<file path="src/logic/sspFramePkg.sv">
// Serial frame types shared by the FIFOs, the frame engine and the register block
package sspFramePkg;

  // ------------------------------------------------------------
  // Data path widths
  // ------------------------------------------------------------
  // One transfer word as written or received
  typedef logic [15:0] sspWord_t;

  // Word length minus one, legal 3 to 15
  typedef logic [3:0] sspDss_t;

  // Serial clock rate, bit rate divides by 1 + scr
  typedef logic [7:0] sspScr_t;

  // Prescale divisor, even only, bit 0 reads zero
  typedef logic [7:0] sspCpsr_t;

  // ------------------------------------------------------------
  // Master frame engine states
  // ------------------------------------------------------------
  typedef enum logic [1:0] {
    stIdle,
    stLoad,
    stShift,
    stStore
  } frameState_t;

endpackage

</file>
<file path="src/logic/sspRegPkg.sv">
// Register map of the SSP APB port, imported by the register block and the top level
package sspRegPkg;

  // ------------------------------------------------------------
  // Word addresses, pAddr bits 11 to 2
  // ------------------------------------------------------------
  typedef logic [9:0] regAddr_t;

  localparam regAddr_t addrCr0  = 10'h000;
  localparam regAddr_t addrCr1  = 10'h001;
  localparam regAddr_t addrDr   = 10'h002;
  localparam regAddr_t addrSr   = 10'h003;
  localparam regAddr_t addrCpsr = 10'h004;
  localparam regAddr_t addrImsc = 10'h005;
  localparam regAddr_t addrRis  = 10'h006;
  localparam regAddr_t addrMis  = 10'h007;
  localparam regAddr_t addrIcr  = 10'h008;

  // ------------------------------------------------------------
  // Field positions
  // ------------------------------------------------------------
  // CR0, frame format bits 5:4 always read zero
  localparam int cr0DssLsb = 0;
  localparam int cr0DssMsb = 3;
  localparam int cr0Spo    = 6;
  localparam int cr0Sph    = 7;
  localparam int cr0ScrLsb = 8;
  localparam int cr0ScrMsb = 15;

  // CR1
  localparam int cr1Lbm = 0;
  localparam int cr1Sse = 1;

  // SR
  localparam int srTfe = 0;
  localparam int srTnf = 1;
  localparam int srRne = 2;
  localparam int srRff = 3;
  localparam int srBsy = 4;

  // IMSC, RIS, MIS and ICR, bit 1 reserved
  localparam int intRor = 0;
  localparam int intRx  = 2;
  localparam int intTx  = 3;

  typedef logic [3:0] intVec_t;

endpackage
</file>
<file path="src/logic/sspTop.sv">
// Top level of the SSP master, connects the APB registers, both FIFOs, the prescaler and the frame engine
`timescale 1ns/1ps

module sspTop import sspRegPkg::*, sspFramePkg::*; #(
  parameter int fifoDepth = 8
) (
  input  logic     pclk,
  input  logic     arstN,
  input  logic     pSel,
  input  logic     pEnable,
  input  logic     pWrite,
  input  regAddr_t pAddr,
  input  sspWord_t pWData,
  output sspWord_t pRData,
  input  logic     sspRxd,
  output logic     sspTxd,
  output logic     sspClk,
  output logic     sspFss,
  output logic     sspIntr,
  output logic     sspTxIntr,
  output logic     sspRxIntr,
  output logic     sspRorIntr
);

  // ------------------------------------------------------------
  // Interconnect
  // ------------------------------------------------------------
  logic [$clog2(fifoDepth):0] txLevel;
  logic [$clog2(fifoDepth):0] rxLevel;
  logic     txPush;
  logic     txPop;
  logic     txFull;
  logic     txEmpty;
  sspWord_t txWData;
  sspWord_t txRData;
  logic     rxPush;
  logic     rxPop;
  logic     rxFull;
  logic     rxEmpty;
  logic     rxOverflow;
  sspWord_t rxWData;
  sspWord_t rxRData;
  logic     busy;
  sspDss_t  dss;
  logic     spo;
  logic     sph;
  sspScr_t  scr;
  sspCpsr_t cpsr;
  logic     lbm;
  logic     sse;
  logic     scalerRun;
  logic     halfTick;

  // Register block and interrupt outputs
  sspApbRegs #(.fifoDepth(fifoDepth)) u_sspApbRegs (
    .pclk, .arstN, .pSel, .pEnable, .pWrite, .pAddr, .pWData, .pRData,
    .txLevel, .rxLevel, .txFull, .txEmpty, .rxFull, .rxEmpty, .rxOverflow,
    .rxRData, .busy, .txPush, .txWData, .rxPop,
    .dss, .spo, .sph, .scr, .cpsr, .lbm, .sse,
    .sspIntr, .sspTxIntr, .sspRxIntr, .sspRorIntr
  );

  // Transmit FIFO, overflow not needed since full drops are silent
  sspFifo #(.fifoDepth(fifoDepth)) txFifo (
    .pclk, .arstN, .push(txPush), .wData(txWData), .pop(txPop), .rData(txRData),
    .empty(txEmpty), .full(txFull), .level(txLevel), .overflow()
  );

  // Receive FIFO, overflow feeds the overrun status
  sspFifo #(.fifoDepth(fifoDepth)) rxFifo (
    .pclk, .arstN, .push(rxPush), .wData(rxWData), .pop(rxPop), .rData(rxRData),
    .empty(rxEmpty), .full(rxFull), .level(rxLevel), .overflow(rxOverflow)
  );

  sspClkScaler u_sspClkScaler (
    .pclk, .arstN, .scalerRun, .cpsr, .scr, .halfTick
  );

  // Frame engine and serial pins
  sspMasterCtrl u_sspMasterCtrl (
    .pclk, .arstN, .sse, .lbm, .spo, .sph, .dss, .txEmpty, .txRData, .txPop,
    .rxWData, .rxPush, .halfTick, .scalerRun, .busy,
    .sspRxd, .sspTxd, .sspClk, .sspFss
  );

endmodule

</file>
<file path="src/logic/sspApbRegs.sv">
// APB register block of the SSP: decode, control registers, status and interrupts
`timescale 1ns/1ps

module sspApbRegs import sspRegPkg::*, sspFramePkg::*; #(
  parameter int fifoDepth = 8
) (
  input  logic                       pclk,
  input  logic                       arstN,
  input  logic                       pSel,
  input  logic                       pEnable,
  input  logic                       pWrite,
  input  regAddr_t                   pAddr,
  input  sspWord_t                   pWData,
  output sspWord_t                   pRData,
  input  logic [$clog2(fifoDepth):0] txLevel,
  input  logic [$clog2(fifoDepth):0] rxLevel,
  input  logic                       txFull,
  input  logic                       txEmpty,
  input  logic                       rxFull,
  input  logic                       rxEmpty,
  input  logic                       rxOverflow,
  input  sspWord_t                   rxRData,
  input  logic                       busy,
  output logic                       txPush,
  output sspWord_t                   txWData,
  output logic                       rxPop,
  output sspDss_t                    dss,
  output logic                       spo,
  output logic                       sph,
  output sspScr_t                    scr,
  output sspCpsr_t                   cpsr,
  output logic                       lbm,
  output logic                       sse,
  output logic                       sspIntr,
  output logic                       sspTxIntr,
  output logic                       sspRxIntr,
  output logic                       sspRorIntr
);

  localparam int halfDepth = fifoDepth / 2;

  logic       wrEn;
  logic       rdEn;
  logic [6:0] cpsrHi;
  intVec_t    imsc;
  intVec_t    ris;
  intVec_t    mis;
  logic       rorRaw;
  logic [4:0] srVal;

  // Access phase qualifiers, no wait states
  assign wrEn = pSel && pEnable && pWrite;
  assign rdEn = pSel && pEnable && !pWrite;

  // ------------------------------------------------------------
  // FIFO side
  // ------------------------------------------------------------
  // Full TX FIFO drops the word itself
  assign txPush  = wrEn && (pAddr == addrDr);
  assign txWData = pWData;
  // Empty RX FIFO read pops nothing
  assign rxPop   = rdEn && (pAddr == addrDr) && !rxEmpty;

  // ------------------------------------------------------------
  // Control registers
  // ------------------------------------------------------------
  always_ff @(posedge pclk or negedge arstN) begin
    if (!arstN) begin
      dss    <= '0;
      spo    <= 1'b0;
      sph    <= 1'b0;
      scr    <= '0;
      lbm    <= 1'b0;
      sse    <= 1'b0;
      // Smallest legal divisor
      cpsrHi <= 7'd1;
      imsc   <= '0;
    end else if (wrEn) begin
      case (pAddr)
        addrCr0: begin
          dss <= pWData[cr0DssMsb:cr0DssLsb];
          spo <= pWData[cr0Spo];
          sph <= pWData[cr0Sph];
          scr <= pWData[cr0ScrMsb:cr0ScrLsb];
        end
        addrCr1: begin
          lbm <= pWData[cr1Lbm];
          sse <= pWData[cr1Sse];
        end
        addrCpsr: cpsrHi <= pWData[7:1];
        // Reserved bit 1 masked off
        addrImsc: imsc <= pWData[3:0] & 4'b1101;
        default: ;
      endcase
    end
  end

  assign cpsr = {cpsrHi, 1'b0};

  // ------------------------------------------------------------
  // Interrupts
  // ------------------------------------------------------------
  // Overrun sticks until ICR bit 0, a new overrun wins
  always_ff @(posedge pclk or negedge arstN) begin
    if (!arstN) begin
      rorRaw <= 1'b0;
    end else if (rxOverflow) begin
      rorRaw <= 1'b1;
    end else if (wrEn && (pAddr == addrIcr) && pWData[intRor]) begin
      rorRaw <= 1'b0;
    end
  end

  always_comb begin
    ris         = '0;
    ris[intRor] = rorRaw;
    // Half empty and half full thresholds
    ris[intRx]  = (rxLevel >= halfDepth);
    ris[intTx]  = (txLevel <= halfDepth);
  end

  assign mis        = ris & imsc;
  assign sspRorIntr = mis[intRor];
  assign sspRxIntr  = mis[intRx];
  assign sspTxIntr  = mis[intTx];
  assign sspIntr    = |mis;

  // ------------------------------------------------------------
  // Status and read mux
  // ------------------------------------------------------------
  always_comb begin
    srVal        = '0;
    srVal[srTfe] = txEmpty;
    srVal[srTnf] = !txFull;
    srVal[srRne] = !rxEmpty;
    srVal[srRff] = rxFull;
    srVal[srBsy] = busy;
  end

  always_comb begin
    pRData = '0;
    if (pSel && !pWrite) begin
      case (pAddr)
        addrCr0:  pRData = {scr, sph, spo, 2'b00, dss};
        addrCr1:  pRData = {14'b0, sse, lbm};
        addrDr:   pRData = rxEmpty ? '0 : rxRData;
        addrSr:   pRData = {11'b0, srVal};
        addrCpsr: pRData = {8'b0, cpsr};
        addrImsc: pRData = {12'b0, imsc};
        addrRis:  pRData = {12'b0, ris};
        addrMis:  pRData = {12'b0, mis};
        default:  pRData = '0;
      endcase
    end
  end

  // APB master must open every transfer with a setup phase
  apbEnableNeedsSel: assert property (@(posedge pclk) disable iff (!arstN)
    pEnable |-> pSel);

endmodule

</file>
<file path="src/logic/sspMasterCtrl.sv">
// SPI master frame engine, moves words from the transmit FIFO over the serial pins to the receive FIFO
`timescale 1ns/1ps

module sspMasterCtrl import sspFramePkg::*; (
  input  logic     pclk,
  input  logic     arstN,
  input  logic     sse,
  input  logic     lbm,
  input  logic     spo,
  input  logic     sph,
  input  sspDss_t  dss,
  input  logic     txEmpty,
  input  sspWord_t txRData,
  output logic     txPop,
  output sspWord_t rxWData,
  output logic     rxPush,
  input  logic     halfTick,
  output logic     scalerRun,
  output logic     busy,
  input  logic     sspRxd,
  output logic     sspTxd,
  output logic     sspClk,
  output logic     sspFss
);

  frameState_t state;
  frameState_t stateNext;
  sspWord_t    txShift;
  sspWord_t    rxShift;
  logic [4:0]  halfCnt;
  logic        wordReady;
  logic        firstEdge;
  logic        sampleEdge;
  logic        driveEdge;
  logic        lastTick;
  logic        rxIn;

  // ------------------------------------------------------------
  // Edge selection
  // ------------------------------------------------------------
  assign wordReady  = sse && !txEmpty;
  // Even half count means the first clock edge of a bit
  assign firstEdge  = !halfCnt[0];
  // SPH 0 samples on the first edge, SPH 1 on the second
  assign sampleEdge = halfTick && (firstEdge ^ sph);
  assign driveEdge  = halfTick && !(firstEdge ^ sph);
  // 2 x (dss + 1) half periods per word
  assign lastTick   = halfTick && (halfCnt == {dss, 1'b1});
  // Loopback takes the own transmit line
  assign rxIn       = lbm ? sspTxd : sspRxd;

  // ------------------------------------------------------------
  // Frame FSM
  // ------------------------------------------------------------
  always_comb begin
    stateNext = state;
    case (state)
      stIdle: begin
        if (wordReady) begin
          stateNext = stLoad;
        end
      end
      stLoad:  stateNext = stShift;
      stShift: begin
        if (lastTick) begin
          stateNext = stStore;
        end
      end
      // Back to back words keep the frame open
      stStore: stateNext = wordReady ? stLoad : stIdle;
      default: stateNext = stIdle;
    endcase
  end

  assign txPop     = (state == stLoad);
  assign rxPush    = (state == stStore);
  assign rxWData   = rxShift;
  assign scalerRun = (state == stShift);
  assign busy      = !txEmpty || (state != stIdle);

  // Control state and serial pins
  always_ff @(posedge pclk or negedge arstN) begin
    if (!arstN) begin
      state   <= stIdle;
      halfCnt <= '0;
      sspClk  <= 1'b0;
      sspFss  <= 1'b1;
      sspTxd  <= 1'b0;
    end else begin
      state <= stateNext;
      case (state)
        // Idle clock level follows polarity
        stIdle: sspClk <= spo;
        stLoad: begin
          halfCnt <= '0;
          sspFss  <= 1'b0;
          // SPH 0 puts the MSB out before the first edge
          if (!sph) begin
            sspTxd <= txRData[dss];
          end
        end
        stShift: begin
          if (halfTick) begin
            halfCnt <= halfCnt + 1'b1;
            sspClk  <= !sspClk;
          end
          if (driveEdge) begin
            sspTxd <= txShift[dss];
          end
        end
        stStore: begin
          if (!wordReady) begin
            sspFss <= 1'b1;
          end
        end
        default: ;
      endcase
    end
  end

  // ------------------------------------------------------------
  // Shift registers
  // ------------------------------------------------------------
  // Tx is read at bit dss, Rx fills from bit 0 so the word lands right justified
  always_ff @(posedge pclk) begin
    if (state == stLoad) begin
      txShift <= sph ? txRData : {txRData[14:0], 1'b0};
      rxShift <= '0;
    end else begin
      if (driveEdge) begin
        txShift <= {txShift[14:0], 1'b0};
      end
      if (sampleEdge) begin
        rxShift <= {rxShift[14:0], rxIn};
      end
    end
  end

  // Load is entered only with a word waiting in the transmit FIFO
  txPopNotEmpty: assert property (@(posedge pclk) disable iff (!arstN)
    txPop |-> !txEmpty);

endmodule

</file>
<file path="src/logic/sspClkScaler.sv">
// Serial bit rate prescaler, gives the SSP frame engine one tick per half bit period
`timescale 1ns/1ps

module sspClkScaler import sspFramePkg::*; (
  input  logic     pclk,
  input  logic     arstN,
  input  logic     scalerRun,
  input  sspCpsr_t cpsr,
  input  sspScr_t  scr,
  output logic     halfTick
);

  logic [6:0] preCnt;
  sspScr_t    rateCnt;
  logic       preCarry;
  logic       rateWrap;

  // ------------------------------------------------------------
  // Two stage divide, cpsr/2 then 1 + scr
  // ------------------------------------------------------------
  assign preCarry = scalerRun && (preCnt == cpsr[7:1] - 7'd1);
  assign rateWrap = (rateCnt == scr);
  // End of a half period
  assign halfTick = preCarry && rateWrap;

  always_ff @(posedge pclk or negedge arstN) begin
    if (!arstN) begin
      preCnt  <= '0;
      rateCnt <= '0;
    end else if (!scalerRun) begin
      // Restart so the first half period is full length
      preCnt  <= '0;
      rateCnt <= '0;
    end else if (preCarry) begin
      preCnt  <= '0;
      rateCnt <= rateWrap ? '0 : rateCnt + 1'b1;
    end else begin
      preCnt <= preCnt + 1'b1;
    end
  end

  // Register block must never hand over a zero or odd divisor
  scalerCpsrLegal: assert property (@(posedge pclk) disable iff (!arstN)
    scalerRun |-> ((cpsr != '0) && !cpsr[0]));

endmodule

</file>
<file path="src/logic/sspFifo.sv">
// Synchronous word FIFO with level count, instantiated for the SSP transmit and receive paths
`timescale 1ns/1ps

module sspFifo import sspFramePkg::*; #(
  parameter int fifoDepth = 8
) (
  input  logic                       pclk,
  input  logic                       arstN,
  input  logic                       push,
  input  sspWord_t                   wData,
  input  logic                       pop,
  output sspWord_t                   rData,
  output logic                       empty,
  output logic                       full,
  output logic [$clog2(fifoDepth):0] level,
  output logic                       overflow
);

  localparam int ptrW = $clog2(fifoDepth);

  sspWord_t        mem [fifoDepth];
  logic [ptrW-1:0] wrPtr;
  logic [ptrW-1:0] rdPtr;
  logic            doPush;
  logic            doPop;

  assign empty = (level == 0);
  assign full  = (level == fifoDepth);

  // ------------------------------------------------------------
  // Accept rules
  // ------------------------------------------------------------
  // Pop and push together are both taken, even when full
  assign doPop    = pop && !empty;
  assign doPush   = push && (!full || doPop);
  // One cycle pulse for a lost word
  assign overflow = push && !doPush;

  // Head word valid while not empty
  assign rData = mem[rdPtr];

  // ------------------------------------------------------------
  // Pointers and level
  // ------------------------------------------------------------
  always_ff @(posedge pclk or negedge arstN) begin
    if (!arstN) begin
      wrPtr <= '0;
      rdPtr <= '0;
      level <= '0;
    end else begin
      // Power of two depth, pointers wrap naturally
      if (doPush) begin
        wrPtr <= wrPtr + 1'b1;
      end
      if (doPop) begin
        rdPtr <= rdPtr + 1'b1;
      end
      if (doPush && !doPop) begin
        level <= level + 1'b1;
      end else if (doPop && !doPush) begin
        level <= level - 1'b1;
      end
    end
  end

  // Storage array
  always_ff @(posedge pclk) begin
    if (doPush) begin
      mem[wrPtr] <= wData;
    end
  end

  fifoLevelBound: assert property (@(posedge pclk) disable iff (!arstN)
    level <= fifoDepth);

endmodule

</file>
<file path="config.mk">
export PLATFORM = sky130hd
export DESIGN_NAME = sspTop
export DESIGN_NICKNAME = d
export VERILOG_FILES = /design/src/logic/sspFramePkg.sv /design/src/logic/sspRegPkg.sv /design/src/logic/sspTop.sv /design/src/logic/sspApbRegs.sv /design/src/logic/sspMasterCtrl.sv /design/src/logic/sspClkScaler.sv /design/src/logic/sspFifo.sv
export SDC_FILE = /design/constraint.sdc
export NUM_CORES = 1
export LEC_CHECK = 0
export BUFFER_PORTS_ARGS = -buffer_cell sky130_fd_sc_hd__buf_2
export CORE_UTILIZATION = 36
export CTS_BUF_LIST = sky130_fd_sc_hd__clkbuf_4 sky130_fd_sc_hd__clkbuf_8 sky130_fd_sc_hd__clkbuf_16
export CTS_CLUSTER_SIZE = 14
export DETAILED_ROUTE_END_ITERATION = 6
export REMOVE_ABC_BUFFERS = 1
export SLEW_MARGIN = 20
export SYNTH_ARGS = -nofsm -noshare
export SYNTH_HDL_FRONTEND = slang
export SYNTH_SLANG_ARGS = --single-unit
export TNS_END_PERCENT = 100
</file>
<file path="constraint.sdc">
create_clock -name pclk -period 6.5 [get_ports pclk]
set_input_delay 0.325 -clock pclk [delete_from_list [all_inputs] [get_ports pclk]]
set_output_delay 0.325 -clock pclk [all_outputs]
set_load 0.02 [all_outputs]
</file>
==> results.cfg <==
[synth]
synthXorXnorAreaFrac = 0.0244
netlist-cell-type-count = 68
yosys_warnings = 0
synth_compound_area_frac = 0.0598
synth_top_area_cell = edfxtp_1
ys_ff_latch = 360
synthArstFlopShare = 0.200
synthAdderAreaFrac = 0.0168
yosys.area.top_type_share = 0.518
yosys.area_share.simple = 0.0752
synthTopCellsByCount = edfxtp_1, mux2i_1, dfrtp_1, nor2_1, mux2_2
synth_edf_count = 272
synth_seq_area_share = 0.652
synth_top_family_by_area = multiplexers
yosysMostFrequentCell = edfxtp_1
yosys_most_used_dff = edfxtp_1
synth_cells = 1050
syn_area_per_cell_um2 = 15.0
muxShareOfSynthArea = 0.152
syn_area_um2 = 15800
synth.area.top_cells = edfxtp_1, dfrtp_1, mux4_2, mux2i_1, mux2_2

[floorplanning]
dieArea_um2 = 44700
pin_count = 55
num_rows = 76
die_y_um = 211
initial_utilization = 0.366
die_w_um = 211
core-area_um2 = 43200

[routing]
detail-route-antenna-nets = 0
via_per_inst = 5.21
drt_iter0_drc = 604
wl_per_cell_um = 20.8
drc_errors = 0
vias = 9057
routed_wirelength_um = 36100
drt_first_pass_iters = 4

[timing]
maxSlewViolCount = 0
clock.fmax_ghz = 0.269
holdWs_ns = 0.0977
worst_pin_slew_ns = 1.14
min_period_ns = 3.71
final.setup.worst_slack_ns = 2.79
rsz0062_at_grt = false
finalSetupViolations = 0
slew_headroom = 0.239
timing.final.crit_share = 0.571
final.setup.tns_ns = 0
finalHoldViolCount = 0
clock_skew_ns = 0.0196

[critical_path]
cp.required_ns = 6.17
cp-start-kind = register
endpoint_kind = output pin
cp_data_arrival_time_ns = 3.39
critical_path_class = register to output pin
path_max_fanout = 21

[worst_hold_path]
holdCritPathClass = input pin to register

[power_and_ir_drop]
pwr-share-comb = 0.206
pwr_density_cell_nw_per_um2 = 362
ir_worst_vdd_uv = 242
leakage_nw = 6.45
seqPwrFrac = 0.438
netSwitchingPower_w = 0.00184
power.internal_w = 0.00473
power_frac_clock = 0.356
netSwitchingFraction = 0.280

[cts]
cts_sinks = 360
cts_buffer_depth = 3
cts-resized-gates = 0
insertion_delay_ns = 0.54
htreeDepth = 2
root_buffer = clkbuf_16
cts_tree = yes
numCtsBuffers = 39
path_clk_slew_ns = 0.06

[grt]
grt_max_degree = 73
grt_first_pass_wirelength_um = 55300
antenna_found_initial = 0
grt_remaining_overflow = 0
grtUsageTotal = 0.165
grt_pass1_vias = 9050

[placement]
post-place-ws_ns = 3.00
dpl.hpwl_um = 24000
portBuffers = 54
gp_congestion = 0.810

[final_layout]
diodes = 0
n_fill_cell = 3930
drive_gt1_frac = 0.239
area_growth_pct = 15.2
nets = 1174

[job]
cap_violations = 0

[run_status]
status = completed
## flip-flops by register name, indices dropped and copies added (netlist names), 2 cells and up
register,cells
rxFifo.mem,128
txFifo.mem,128
u_sspMasterCtrl.rxWData,16
u_sspMasterCtrl.txShift,16
u_sspApbRegs.scr,8
u_sspClkScaler.rateCnt,8
u_sspApbRegs.cpsrHi,7
u_sspClkScaler.preCnt,7
u_sspMasterCtrl.halfCnt,5
rxFifo.level,4
txFifo.level,4
u_sspApbRegs.dss,4
rxFifo.rdPtr,3
rxFifo.wrPtr,3
txFifo.rdPtr,3
txFifo.wrPtr,3
u_sspApbRegs.imsc,3
u_sspMasterCtrl.state,2
## what timing repair did
action | CTS | global route
hold endpoints to repair | 38 | 0
buffers inserted | 0 | 0
hold buffers | 1 | 0
## critical path, cell delays in order (launching register included)
cell,delay (ns)
dfrtp_2,0.82
buf_4,0.42
mux4_2,0.54
mux2_2,0.30
a221oi_1,0.49
nor2_1,0.07
buf_2,0.18
## layer usage
metal | wire, um | track usage | vias to the layer above
li1 | - | - | 4194
met1 | 16200 | 0.223 | 4643
met2 | 17900 | 0.276 | 175
met3 | 1260 | 0.0246 | 45
met4 | 721 | 0.0480 | 0
met5 | 0 | 0 | -
## power groups by stage
stage,clock network [W],logic (W),registers [W]
after detailed placement,0,0.00136,0.00293
after global placement,0,0.00135,0.00292
after global routing,0.00247,0.00149,0.00290
final,0.00234,0.00135,0.00288
after CTS,0.00239,0.00137,0.00288
after floorplan,0,0.000934,0.00292
## logic make-up (layout without fill, tap and decap cells)
group                      after synthesis  after routing
DFF                                    360            360
muxes                                  175            175
xor gates and xnor gates                44             44
and+or+nand+nor                        231            231
AOI/OAI and AO/OA                      147            147
adders and majority gates               20             20
buffers and inverters                   73            176
## stage by stage
step,std cells,utilization,total power (W),area [um^2]
5_1_grt,1738,0.421,0.00687,18200
6_report,1738,0.421,0.00657,18200
3_5_place_dp,1664,0.388,0.00429,16800
2_1_floorplan,1005,-,0.00385,15600
3_3_place_gp,1664,0.388,0.00427,16800
4_1_cts,1737,0.421,0.00664,18200
## cells in the final DEF, fill, tap and decap left out, types with 22 or more instances in the layout
cell type,Yosys,final
mux2i_1,72,72
mux4_2,46,46
xnor2_1,31,31
nand2_1,55,55
nor3_1,29,24
inv_1,27,27
o22ai_1,28,28
edfxtp_1,272,272
a21oi_1,22,22
clkbuf_16,0,41
o21ai_0,37,37
dfrtp_1,70,66
nor2_1,65,65
mux2_2,57,57
buf_2,16,53
## final cells by class
| class | instances | area [um^2] | area share |
|---|---|---|---|
| clock buffer | 58 | 1200 | 0.0662 |
| clock inverter | 14 | 189 | 0.0104 |
| inverter | 28 | 105 | 0.00578 |
| multi-input combinational | 617 | 5200 | 0.286 |
| sequential | 360 | 10300 | 0.566 |
| tap | 585 | 732 | 0.0403 |
| timing repair buffer | 76 | 453 | 0.0249 |
## path summary, 6_finish.rpt
check                                          from  cells past startpoint                         to  slack, ns
hold reg to reg            u_sspClkScaler.preCnt[0]                      1   u_sspClkScaler.preCnt[0]       0.51
min in group asynchronous                     arstN                      2            txFifo.wrPtr[2]       0.32
setup / recovery                    rxFifo.rdPtr[0]                      6                  pRData[4]       2.79
hold / removal                           pWData[11]                      1          txFifo.mem[3][11]        0.1
max in group asynchronous                     arstN                      3  u_sspClkScaler.rateCnt[1]       5.60
setup reg to reg           u_sspMasterCtrl.state[1]                     12            txFifo.level[3]       3.19
Power figures use the tool's default switching activity.
